### src/common/rv_config.svh
// Core configuration for word width, data memory depth, reset PC and NOP encoding
`ifndef RV_CONFIG_SVH
`define RV_CONFIG_SVH

// Data and address width
`define RV_XLEN 32

// Data memory depth in words
`define RV_DMEM_WORDS 64

// First fetch address
`define RV_RESET_PC 32'h0000_0000

// ADDI x0,x0,0 for flushed slots
`define RV_NOP 32'h0000_0013

`endif

### src/common/rv_pkg.sv
// Shared RV32I pipeline types for ALU ops, branch ops and the instruction word views
package rv_pkg;

    // Major opcodes of the supported subset
    localparam logic [6:0] OP     = 7'b0110011;
    localparam logic [6:0] OP_IMM = 7'b0010011;
    localparam logic [6:0] LOAD   = 7'b0000011;
    localparam logic [6:0] STORE  = 7'b0100011;
    localparam logic [6:0] BRANCH = 7'b1100011;

    // ADD also covers ADDI and address generation, SUB covers branch compares
    typedef enum logic [3:0] {
        ALU_ADD,
        ALU_SUB,
        ALU_SLL,
        ALU_SLT,
        ALU_SLTU,
        ALU_XOR,
        ALU_SRL,
        ALU_SRA,
        ALU_OR,
        ALU_AND
    } alu_op_e;

    typedef enum logic [1:0] {
        BR_NONE,
        BR_EQ,
        BR_NE
    } branch_op_e;

    // Instruction formats ------------------
    typedef struct packed {
        logic [6:0] funct7;
        logic [4:0] rs2;
        logic [4:0] rs1;
        logic [2:0] funct3;
        logic [4:0] rd;
        logic [6:0] opcode;
    } r_fmt_t;

    typedef struct packed {
        logic [11:0] imm;
        logic [4:0]  rs1;
        logic [2:0]  funct3;
        logic [4:0]  rd;
        logic [6:0]  opcode;
    } i_fmt_t;

    typedef struct packed {
        logic [6:0] imm_hi;
        logic [4:0] rs2;
        logic [4:0] rs1;
        logic [2:0] funct3;
        logic [4:0] imm_lo;
        logic [6:0] opcode;
    } s_fmt_t;

    // Scrambled branch offset, bit 0 implied zero
    typedef struct packed {
        logic       imm12;
        logic [5:0] imm10_5;
        logic [4:0] rs2;
        logic [4:0] rs1;
        logic [2:0] funct3;
        logic [3:0] imm4_1;
        logic       imm11;
        logic [6:0] opcode;
    } b_fmt_t;

    // One word, four views
    typedef union packed {
        r_fmt_t r;
        i_fmt_t i;
        s_fmt_t s;
        b_fmt_t b;
    } instr_u;

endpackage

### src/hw/rv_core/rv_fetch.sv
// Fetch stage holding the program counter and the IF/ID register
`timescale 1ns/1ns
`include "rv_config.svh"

module rv_fetch import rv_pkg::*; (
    input  logic                clk,
    input  logic                rst,
    input  logic                stall,
    input  logic                branch_taken,
    input  logic [`RV_XLEN-1:0] branch_target,
    output logic [`RV_XLEN-1:0] imem_addr,
    input  logic [`RV_XLEN-1:0] imem_instr,
    output logic                if_valid,
    output logic [`RV_XLEN-1:0] if_pc,
    output instr_u              if_instr
);

    logic [`RV_XLEN-1:0] pc;

    // Instruction memory answers in the same cycle
    assign imem_addr = pc;

    // PC update, branch beats stall
    always_ff @(posedge clk) begin
        if (rst) begin
            pc <= `RV_RESET_PC;
        end else if (branch_taken) begin
            pc <= branch_target;
        end else if (!stall) begin
            pc <= pc + `RV_XLEN'd4;
        end
    end

    // IF/ID register --------------------
    always_ff @(posedge clk) begin
        if (rst) begin
            if_valid <= 1'b0;
            if_pc    <= `RV_RESET_PC;
            if_instr <= `RV_NOP;
        end else if (branch_taken) begin
            // Younger slot squashed
            if_valid <= 1'b0;
            if_instr <= `RV_NOP;
        end else if (!stall) begin
            if_valid <= 1'b1;
            if_pc    <= pc;
            if_instr <= imem_instr;
        end
    end

endmodule

### src/hw/rv_core/rv_decode.sv
// Decode stage with immediate generation, load-use detection and the ID/EX register
`timescale 1ns/1ns
`include "rv_config.svh"

module rv_decode import rv_pkg::*; (
    input  logic                clk,
    input  logic                rst,
    input  logic                if_valid,
    input  logic [`RV_XLEN-1:0] if_pc,
    input  instr_u              if_instr,
    input  logic                branch_taken,
    input  logic                ex_mem_read,
    input  logic [4:0]          ex_rd,
    output logic [4:0]          rs1_addr,
    output logic [4:0]          rs2_addr,
    input  logic [`RV_XLEN-1:0] rs1_rdata,
    input  logic [`RV_XLEN-1:0] rs2_rdata,
    output logic                stall,
    output logic                id_valid,
    output logic [`RV_XLEN-1:0] id_pc,
    output alu_op_e             id_alu_op,
    output logic                id_alu_src_imm,
    output branch_op_e          id_branch_op,
    output logic                id_mem_read,
    output logic                id_mem_write,
    output logic                id_reg_write,
    output logic [4:0]          id_rs1,
    output logic [4:0]          id_rs2,
    output logic [4:0]          id_rd,
    output logic [`RV_XLEN-1:0] id_imm,
    output logic [`RV_XLEN-1:0] id_rs1_data,
    output logic [`RV_XLEN-1:0] id_rs2_data
);

    alu_op_e             alu_op;
    branch_op_e          branch_op;
    logic                alu_src_imm;
    logic                mem_read;
    logic                mem_write;
    logic                writes_rd;
    logic                uses_rs1;
    logic                uses_rs2;
    logic [`RV_XLEN-1:0] imm;

    // Register fields sit at the same bits in every format
    assign rs1_addr = if_instr.r.rs1;
    assign rs2_addr = if_instr.r.rs2;

    // Control decode --------------------
    always_comb begin
        alu_op      = ALU_ADD;
        branch_op   = BR_NONE;
        alu_src_imm = 1'b0;
        mem_read    = 1'b0;
        mem_write   = 1'b0;
        writes_rd   = 1'b0;
        uses_rs1    = 1'b0;
        uses_rs2    = 1'b0;
        imm         = '0;
        case (if_instr.r.opcode)
            OP: begin
                uses_rs1  = 1'b1;
                uses_rs2  = 1'b1;
                writes_rd = 1'b1;
                // funct7 bit 5 picks SUB and SRA
                case (if_instr.r.funct3)
                    3'b000:  alu_op = if_instr.r.funct7[5] ? ALU_SUB : ALU_ADD;
                    3'b001:  alu_op = ALU_SLL;
                    3'b010:  alu_op = ALU_SLT;
                    3'b011:  alu_op = ALU_SLTU;
                    3'b100:  alu_op = ALU_XOR;
                    3'b101:  alu_op = if_instr.r.funct7[5] ? ALU_SRA : ALU_SRL;
                    3'b110:  alu_op = ALU_OR;
                    default: alu_op = ALU_AND;
                endcase
            end
            OP_IMM, LOAD: begin
                uses_rs1    = 1'b1;
                writes_rd   = 1'b1;
                alu_src_imm = 1'b1;
                mem_read    = (if_instr.i.opcode == LOAD);
                imm         = {{20{if_instr.i.imm[11]}}, if_instr.i.imm};
            end
            STORE: begin
                uses_rs1    = 1'b1;
                uses_rs2    = 1'b1;
                alu_src_imm = 1'b1;
                mem_write   = 1'b1;
                imm = {{20{if_instr.s.imm_hi[6]}}, if_instr.s.imm_hi, if_instr.s.imm_lo};
            end
            BRANCH: begin
                uses_rs1 = 1'b1;
                uses_rs2 = 1'b1;
                alu_op   = ALU_SUB;
                // BEQ is funct3 0, BNE is funct3 1
                if (if_instr.b.funct3 == 3'b000) begin
                    branch_op = BR_EQ;
                end else if (if_instr.b.funct3 == 3'b001) begin
                    branch_op = BR_NE;
                end
                imm = {{20{if_instr.b.imm12}}, if_instr.b.imm11, if_instr.b.imm10_5,
                       if_instr.b.imm4_1, 1'b0};
            end
            default: ;
        endcase
    end

    // Load in execute feeding a source of this instruction
    assign stall = if_valid && ex_mem_read && (ex_rd != 5'd0) &&
                   ((uses_rs1 && (rs1_addr == ex_rd)) || (uses_rs2 && (rs2_addr == ex_rd)));

    // ID/EX register --------------------
    always_ff @(posedge clk) begin
        if (rst || branch_taken || stall || !if_valid) begin
            // Bubble
            id_valid     <= 1'b0;
            id_mem_read  <= 1'b0;
            id_mem_write <= 1'b0;
            id_reg_write <= 1'b0;
            id_branch_op <= BR_NONE;
        end else begin
            id_valid     <= 1'b1;
            id_mem_read  <= mem_read;
            id_mem_write <= mem_write;
            // x0 writes retire without a write
            id_reg_write <= writes_rd && (if_instr.r.rd != 5'd0);
            id_branch_op <= branch_op;
        end
        // Payload
        id_pc          <= if_pc;
        id_alu_op      <= alu_op;
        id_alu_src_imm <= alu_src_imm;
        id_rs1         <= rs1_addr;
        id_rs2         <= rs2_addr;
        id_rd          <= if_instr.r.rd;
        id_imm         <= imm;
        id_rs1_data    <= rs1_rdata;
        id_rs2_data    <= rs2_rdata;
    end

endmodule

### src/hw/rv_core/rv_regfile.sv
// Integer register file with x0 tied to zero and write-through to the read ports
`timescale 1ns/1ns
`include "rv_config.svh"

module rv_regfile (
    input  logic                clk,
    input  logic                rst,
    input  logic [4:0]          rs1_addr,
    input  logic [4:0]          rs2_addr,
    output logic [`RV_XLEN-1:0] rs1_rdata,
    output logic [`RV_XLEN-1:0] rs2_rdata,
    input  logic                wb_valid,
    input  logic                wb_reg_write,
    input  logic [4:0]          wb_rd,
    input  logic [`RV_XLEN-1:0] wb_data
);

    logic [`RV_XLEN-1:0] regs [1:31];
    logic                we;

    assign we = wb_valid && wb_reg_write && (wb_rd != 5'd0);

    // Port 1, writeback in this cycle passes straight through
    always_comb begin
        if (rs1_addr == 5'd0) begin
            rs1_rdata = '0;
        end else if (we && (wb_rd == rs1_addr)) begin
            rs1_rdata = wb_data;
        end else begin
            rs1_rdata = regs[rs1_addr];
        end
    end

    // Port 2, same read path
    always_comb begin
        if (rs2_addr == 5'd0) begin
            rs2_rdata = '0;
        end else if (we && (wb_rd == rs2_addr)) begin
            rs2_rdata = wb_data;
        end else begin
            rs2_rdata = regs[rs2_addr];
        end
    end

    // Architectural state starts at zero
    always_ff @(posedge clk) begin
        if (rst) begin
            for (int i = 1; i < 32; i++) begin
                regs[i] <= '0;
            end
        end else if (we) begin
            regs[wb_rd] <= wb_data;
        end
    end

endmodule

### src/hw/rv_core/rv_execute.sv
// Execute stage with operand forwarding, ALU, branch resolution and the EX/MEM register
`timescale 1ns/1ns
`include "rv_config.svh"

module rv_execute import rv_pkg::*; (
    input  logic                clk,
    input  logic                rst,
    input  logic                id_valid,
    input  logic [`RV_XLEN-1:0] id_pc,
    input  alu_op_e             id_alu_op,
    input  logic                id_alu_src_imm,
    input  branch_op_e          id_branch_op,
    input  logic                id_mem_read,
    input  logic                id_mem_write,
    input  logic                id_reg_write,
    input  logic [4:0]          id_rs1,
    input  logic [4:0]          id_rs2,
    input  logic [4:0]          id_rd,
    input  logic [`RV_XLEN-1:0] id_imm,
    input  logic [`RV_XLEN-1:0] id_rs1_data,
    input  logic [`RV_XLEN-1:0] id_rs2_data,
    input  logic                wb_valid,
    input  logic                wb_reg_write,
    input  logic [4:0]          wb_rd,
    input  logic [`RV_XLEN-1:0] wb_data,
    output logic                branch_taken,
    output logic [`RV_XLEN-1:0] branch_target,
    output logic                ex_valid,
    output logic [`RV_XLEN-1:0] ex_pc,
    output logic [`RV_XLEN-1:0] ex_alu_out,
    output logic [`RV_XLEN-1:0] ex_store_data,
    output logic [4:0]          ex_rd,
    output logic                ex_mem_read,
    output logic                ex_mem_write,
    output logic                ex_reg_write
);

    logic [`RV_XLEN-1:0] op_a;
    logic [`RV_XLEN-1:0] op_b;
    logic [`RV_XLEN-1:0] src_b;
    logic [`RV_XLEN-1:0] alu_out;
    logic                zero;

    // Youngest writer first
    // reg_write is never set for x0, so no rd check is needed
    // A load in EX/MEM cannot match here, the load-use stall removed it
    always_comb begin
        if (ex_valid && ex_reg_write && !ex_mem_read && (ex_rd == id_rs1)) begin
            op_a = ex_alu_out;
        end else if (wb_valid && wb_reg_write && (wb_rd == id_rs1)) begin
            op_a = wb_data;
        end else begin
            op_a = id_rs1_data;
        end
    end

    always_comb begin
        if (ex_valid && ex_reg_write && !ex_mem_read && (ex_rd == id_rs2)) begin
            op_b = ex_alu_out;
        end else if (wb_valid && wb_reg_write && (wb_rd == id_rs2)) begin
            op_b = wb_data;
        end else begin
            op_b = id_rs2_data;
        end
    end

    assign src_b = id_alu_src_imm ? id_imm : op_b;

    // ALU --------------------
    always_comb begin
        case (id_alu_op)
            ALU_SUB:  alu_out = op_a - src_b;
            ALU_SLL:  alu_out = op_a << src_b[4:0];
            ALU_SLT:  alu_out = {{(`RV_XLEN-1){1'b0}}, $signed(op_a) < $signed(src_b)};
            ALU_SLTU: alu_out = {{(`RV_XLEN-1){1'b0}}, op_a < src_b};
            ALU_XOR:  alu_out = op_a ^ src_b;
            ALU_SRL:  alu_out = op_a >> src_b[4:0];
            ALU_SRA:  alu_out = $signed(op_a) >>> src_b[4:0];
            ALU_OR:   alu_out = op_a | src_b;
            ALU_AND:  alu_out = op_a & src_b;
            default:  alu_out = op_a + src_b;
        endcase
    end

    // Branch compare rides on SUB
    assign zero          = (alu_out == '0);
    assign branch_taken  = id_valid && (((id_branch_op == BR_EQ) && zero) ||
                                        ((id_branch_op == BR_NE) && !zero));
    assign branch_target = id_pc + id_imm;

    // EX/MEM register --------------------
    always_ff @(posedge clk) begin
        if (rst || !id_valid) begin
            ex_valid     <= 1'b0;
            ex_mem_read  <= 1'b0;
            ex_mem_write <= 1'b0;
            ex_reg_write <= 1'b0;
        end else begin
            ex_valid     <= 1'b1;
            ex_mem_read  <= id_mem_read;
            ex_mem_write <= id_mem_write;
            ex_reg_write <= id_reg_write;
        end
        ex_pc         <= id_pc;
        ex_alu_out    <= alu_out;
        ex_store_data <= op_b;
        ex_rd         <= id_rd;
    end

endmodule

### src/hw/rv_core/rv_mem_wb.sv
// Memory and writeback stages with the data memory, MEM/WB register and retire reports
`timescale 1ns/1ns
`include "rv_config.svh"

module rv_mem_wb (
    input  logic                clk,
    input  logic                rst,
    input  logic                ex_valid,
    input  logic [`RV_XLEN-1:0] ex_pc,
    input  logic [`RV_XLEN-1:0] ex_alu_out,
    input  logic [`RV_XLEN-1:0] ex_store_data,
    input  logic [4:0]          ex_rd,
    input  logic                ex_mem_read,
    input  logic                ex_mem_write,
    input  logic                ex_reg_write,
    output logic                wb_valid,
    output logic [4:0]          wb_rd,
    output logic                wb_reg_write,
    output logic [`RV_XLEN-1:0] wb_data,
    output logic                retire_valid,
    output logic [`RV_XLEN-1:0] retire_pc,
    output logic [4:0]          retire_rd,
    output logic                retire_we,
    output logic [`RV_XLEN-1:0] retire_data,
    output logic                store_valid,
    output logic [`RV_XLEN-1:0] store_addr,
    output logic [`RV_XLEN-1:0] store_data
);

    localparam int AW = $clog2(`RV_DMEM_WORDS);

    logic [`RV_XLEN-1:0] dmem [`RV_DMEM_WORDS];
    logic [AW-1:0]       idx;

    // Word index, byte offset dropped
    assign idx = ex_alu_out[AW+1:2];

    always_ff @(posedge clk) begin
        if (store_valid) begin
            dmem[idx] <= ex_store_data;
        end
    end

    // MEM/WB register, load data or ALU result
    always_ff @(posedge clk) begin
        if (rst || !ex_valid) begin
            wb_valid     <= 1'b0;
            wb_reg_write <= 1'b0;
        end else begin
            wb_valid     <= 1'b1;
            wb_reg_write <= ex_reg_write;
        end
        wb_rd     <= ex_rd;
        wb_data   <= ex_mem_read ? dmem[idx] : ex_alu_out;
        retire_pc <= ex_pc;
    end

    // Retire report shares MEM/WB
    assign retire_valid = wb_valid;
    assign retire_rd    = wb_rd;
    assign retire_we    = wb_reg_write;
    assign retire_data  = wb_data;

    // Store report while the store is in memory
    assign store_valid = ex_valid && ex_mem_write;
    assign store_addr  = ex_alu_out;
    assign store_data  = ex_store_data;

endmodule

### src/hw/rv_core/rv_core.sv
// Five-stage RV32I core top level wiring the pipeline stages and the register file
`timescale 1ns/1ns
`include "rv_config.svh"

module rv_core import rv_pkg::*; (
    input  logic                clk,
    input  logic                rst,
    output logic [`RV_XLEN-1:0] imem_addr,
    input  logic [`RV_XLEN-1:0] imem_instr,
    output logic                retire_valid,
    output logic [`RV_XLEN-1:0] retire_pc,
    output logic [4:0]          retire_rd,
    output logic                retire_we,
    output logic [`RV_XLEN-1:0] retire_data,
    output logic                store_valid,
    output logic [`RV_XLEN-1:0] store_addr,
    output logic [`RV_XLEN-1:0] store_data
);

    // Hazard control --------------------
    logic                stall;
    logic                branch_taken;
    logic [`RV_XLEN-1:0] branch_target;

    // Fetch to decode
    logic                if_valid;
    logic [`RV_XLEN-1:0] if_pc;
    instr_u              if_instr;

    // Register file read
    logic [4:0]          rs1_addr;
    logic [4:0]          rs2_addr;
    logic [`RV_XLEN-1:0] rs1_rdata;
    logic [`RV_XLEN-1:0] rs2_rdata;

    // Decode to execute
    logic                id_valid;
    logic [`RV_XLEN-1:0] id_pc;
    alu_op_e             id_alu_op;
    logic                id_alu_src_imm;
    branch_op_e          id_branch_op;
    logic                id_mem_read;
    logic                id_mem_write;
    logic                id_reg_write;
    logic [4:0]          id_rs1;
    logic [4:0]          id_rs2;
    logic [4:0]          id_rd;
    logic [`RV_XLEN-1:0] id_imm;
    logic [`RV_XLEN-1:0] id_rs1_data;
    logic [`RV_XLEN-1:0] id_rs2_data;

    // Execute to memory
    logic                ex_valid;
    logic [`RV_XLEN-1:0] ex_pc;
    logic [`RV_XLEN-1:0] ex_alu_out;
    logic [`RV_XLEN-1:0] ex_store_data;
    logic [4:0]          ex_rd;
    logic                ex_mem_read;
    logic                ex_mem_write;
    logic                ex_reg_write;

    // Writeback and forwarding from MEM/WB
    logic                wb_valid;
    logic [4:0]          wb_rd;
    logic                wb_reg_write;
    logic [`RV_XLEN-1:0] wb_data;

    rv_fetch u_fetch (.*);

    // Load-use check looks at the ID/EX slot, the one in execute
    rv_decode u_decode (
        .ex_mem_read (id_mem_read),
        .ex_rd       (id_rd),
        .*
    );

    rv_regfile u_regfile (.*);

    rv_execute u_execute (.*);

    rv_mem_wb u_mem_wb (.*);

endmodule

### config.mk
export PLATFORM = sky130hd
export DESIGN_NAME = rv_core
export DESIGN_NICKNAME = d
export VERILOG_FILES = /design/src/common/rv_pkg.sv /design/src/hw/rv_core/rv_fetch.sv /design/src/hw/rv_core/rv_decode.sv /design/src/hw/rv_core/rv_regfile.sv /design/src/hw/rv_core/rv_execute.sv /design/src/hw/rv_core/rv_mem_wb.sv /design/src/hw/rv_core/rv_core.sv
export VERILOG_INCLUDE_DIRS = /design/src /design/src/common
export SDC_FILE = /design/constraint.sdc
export NUM_CORES = 2
export LEC_CHECK = 0
export BUFFER_PORTS_ARGS = -buffer_cell sky130_fd_sc_hd__buf_2
export CORE_ASPECT_RATIO = 0.9
export CORE_MARGIN = 2
export CORE_UTILIZATION = 40
export DETAILED_ROUTE_END_ITERATION = 10
export PLACE_DENSITY = 0.62
export SLEW_MARGIN = 20
export SYNTH_ARGS = -nofsm -noshare
export SYNTH_HDL_FRONTEND = slang
export SYNTH_SLANG_ARGS = --single-unit
### constraint.sdc
create_clock -name clk -period 24.9 [get_ports clk]
set_clock_uncertainty 0.15 [all_clocks]
set_input_delay 1.245 -clock clk [delete_from_list [all_inputs] [get_ports clk]]
set_output_delay 1.245 -clock clk [all_outputs]
set_load 0.03 [all_outputs]
==> flow_summary.json <==
{
  "run_status": "complete, no violations",
  "drive_gt1_frac": 0.189,
  "htree_num_levels": 5,
  "finalInstanceArea_mm2": 0.173,
  "yosys.area.top_type": "edfxtp_1",
  "crit_type": "reg2reg",
  "final_cells": 15810,
  "synth_edf_count": 3072,
  "grt_pass1_vias": 97831,
  "maxCapViolCount": 0,
  "place_hpwl_um": 356000,
  "seq_area_frac_synth": 0.660,
  "wirelength_um": 576000,
  "dr.pass1.iters": 6,
  "synthCells": 10325,
  "num_vias": 104076,
  "drc": 0,
  "antenna_left": 0,
  "synth_compound_area_frac": 0.114,
  "ctsResizeCount": 0,
  "area_delta_synth_final_pct": 13.3,
  "final_cell_mix": "edfxtp_1 (3072), mux4_2 (642), and2_1 (641)",
  "cts_setup_buffers": 0,
  "postCtsHoldBufs": 0,
  "max-slew-margin-rel": 0.0670,
  "row_count": 215,
  "yosys.area_share.simple": 0.0806,
  "ys_types": 91,
  "io-pin-count": 202,
  "crit_arrival_ps": 11970,
  "die_area_mm2": 0.386,
  "place_area_mm2": 0.161,
  "netlist_area_mm2": 0.152,
  "synth-adder-area-share": 0.0110,
  "drt_iter0_drc": 17186,
  "fillers": 33065,
  "end_kind": "register",
  "finalHoldViolCount": 0,
  "worstMarginPinSlew_ps": 1390,
  "coreArea_mm2": 0.380,
  "die_h_um": 590,
  "dpl.cell_count": 15156,
  "clock_path_buffers": 4,
  "synth_top_family_by_area": "compound AO/OA/AOI/OAI gates",
  "power.leakage_nw": 56.6,
  "start_util": 0.401,
  "synth-main-ff-cell": "edfxtp_1",
  "portBuffers": 201,
  "cts.clk_slew.worst_paths_ps": 60,
  "ir_worst_vdd_mv": 0.0729,
  "layout_commonest_cell": "edfxtp_1",
  "period_needed_ps": 11310,
  "cts_tree": "built",
  "die_x_um": 655,
  "antenna_found_initial": 50,
  "nNetsFinal": 10576,
  "grt_pass1_wl_um": 789000,
  "gp_congestion": 0.962,
  "cp_data_required_time_ps": 25560,
  "synthTopCellsByArea": "edfxtp_1 (61%), mux4_2 (9.5%), dfxtp_1 (5.5%)",
  "powerDensity_mw_per_mm2": 96.6,
  "synth_area_per_cell_um2": 14.8,
  "cts_inserted_buffers": 351,
  "synth-xor-area-share": 0.00632,
  "async_flop_share": 0,
  "finalPower_mw": 16.7,
  "grt_max_degree": 119,
  "cts_root_buf": "clkbuf_16",
  "fmax_mhz": 88.4,
  "hold_path.class": "reg2reg",
  "wire_per_inst_um": 36.5,
  "rsz0062_at_grt": "no",
  "critPathLaunchType": "register",
  "synth_top_area_frac": 0.605,
  "vias_per_cell": 6.58,
  "ys_warn_count": 0,
  "setup_viol": 0,
  "clk_latency_ps": 990,
  "tns_ps": 0,
  "fin_crit_sh": 0.454,
  "ys_ff_latch": 3490,
  "overflow": 0,
  "slew_viol_final": 0,
  "cp_max_fo": 63,
  "track_usage": 0.289,
  "clock_sinks": 3490,
  "yosys-mux-area-fraction": 0.101
}
==> path summary, 6_finish.rpt <==
check,start,end,slack [ps],cells past startpoint
max,u_mem_wb.retire_rd[4]$_DFF_P_,u_fetch.if_instr[1]$_SDFFE_PP1N_,13590,27
min,u_execute.ex_pc[22]$_DFF_P_,u_mem_wb.retire_pc[22]$_DFF_P_,170,0
max reg2reg,u_mem_wb.retire_rd[4]$_DFF_P_,u_fetch.if_instr[1]$_SDFFE_PP1N_,13590,27
min reg2reg,u_execute.ex_pc[22]$_DFF_P_,u_mem_wb.retire_pc[22]$_DFF_P_,170,0
==> cell usage after synthesis (all sizes together) (70+ instances only) <==
| library cell | n |
|---|---|
| buf | 232 |
| a21oi | 311 |
| xnor2 | 70 |
| ha | 129 |
| edfxtp | 3072 |
| nand4 | 135 |
| mux2i | 100 |
| clkbuf | 701 |
| o31ai | 84 |
| nor3 | 496 |
| a211oi | 118 |
| nand3 | 159 |
| and2 | 644 |
| inv | 123 |
| a22o | 236 |
| o21ai | 234 |
| nor2 | 428 |
| dfxtp | 418 |
| a22oi | 583 |
| a221oi | 261 |
| a31oi | 302 |
| nand2 | 292 |
| mux4 | 642 |
==> worst max-delay path: stages, from the launching register on <==
cell and delay, ps:
dfxtp_1 660, xnor2_1 230, nor2b_1 500, nand3_1 290
a311oi_4 770, nor2_4 20, buf_4 310, inv_2 310
ha_1 340, inv_1 110, fa_1 450, or2_2 320
a221oi_1 610, o211ai_1 300, a31oi_1 450, a21oi_1 340
nand4_1 230, a41oi_1 240, a21oi_1 200, o21bai_1 120
o211ai_1 140, or4_1 530, or4_1 450, or4_1 770
o21ai_4 220, buf_4 610, nand3_2 820, or3_1 610
==> state kept, by name, indices dropped and copies added, names as in the netlist, 5 cells and up, named ones only <==
| signal | flops |
|---|---|
| u_decode.id_rs1 | 5 |
| u_execute.ex_rd | 5 |
| u_mem_wb.retire_data | 32 |
| u_mem_wb.dmem | 2048 |
| u_fetch.if_pc | 32 |
| u_mem_wb.retire_rd | 5 |
| u_regfile.regs | 1024 |
| u_mem_wb.retire_pc | 32 |
| u_execute.ex_pc | 32 |
| u_decode.id_rs1_data | 32 |
| u_execute.ex_store_data | 32 |
| u_decode.id_imm | 13 |
| u_fetch.imem_addr | 32 |
| u_fetch.if_instr | 32 |
| u_decode.id_rs2 | 5 |
| u_decode.id_rs2_data | 32 |
| u_execute.ex_alu_out | 32 |
| u_decode.id_pc | 32 |
| u_decode.id_rd | 5 |
==> area by class of cell <==
class / instances / area (µm²) / share of cell area
Inverter: 125 / 473 / 0.00274
Sequential cell: 3490 / 101000 / 0.583
Tap cell: 5099 / 6380 / 0.0369
Antenna cell: 19 / 47.5 / 0.000275
Clock buffer: 443 / 9390 / 0.0544
Timing Repair Buffer: 634 / 4440 / 0.0257
Clock inverter: 192 / 2070 / 0.0120
Multi-Input combinational cell: 5808 / 49200 / 0.285
==> cell families (layout without fill, tap and decap cells) <==
kind of cell | count (synthesis) | in the layout
compound gates | 2429 | 2429
xor+xnor | 110 | 110
fa+ha+maj | 132 | 132
buf+inv | 1058 | 1394
flops | 3490 | 3490
mux | 742 | 742
other cells | 1 | 51
simple gates | 2363 | 2363
==> metrics by stage <==
stage | setup slack, ps | hold slack, ps | utilization
6_report | 13590 | 172 | 0.454
5_1_grt | 13170 | 180 | 0.454
4_1_cts | 13790 | 172 | 0.454
3_5_place_dp | 13850 | 162 | 0.424
3_3_place_gp | 13920 | 160 | 0.423
2_1_floorplan | 16700 | 160 | -
==> metal layers <==
metal,vias to the layer above,GRT usage,share of wire
li1,41754,-,-
met1,53482,0.397,0.38
met2,7608,0.433,0.44
met3,1208,0.0700,0.13
met4,24,0.139,0.055
met5,-,0,0.00026
==> report_power, final <==
part,switching (mW),internal (mW),leakage [nW],total (mW)
clock,2.31,3.04,5.58,5.36
combinational,3.27,1.12,18.3,4.40
sequential,0.255,6.68,32.7,6.94
No activity file was read; power rests on OpenSTA's default activity.
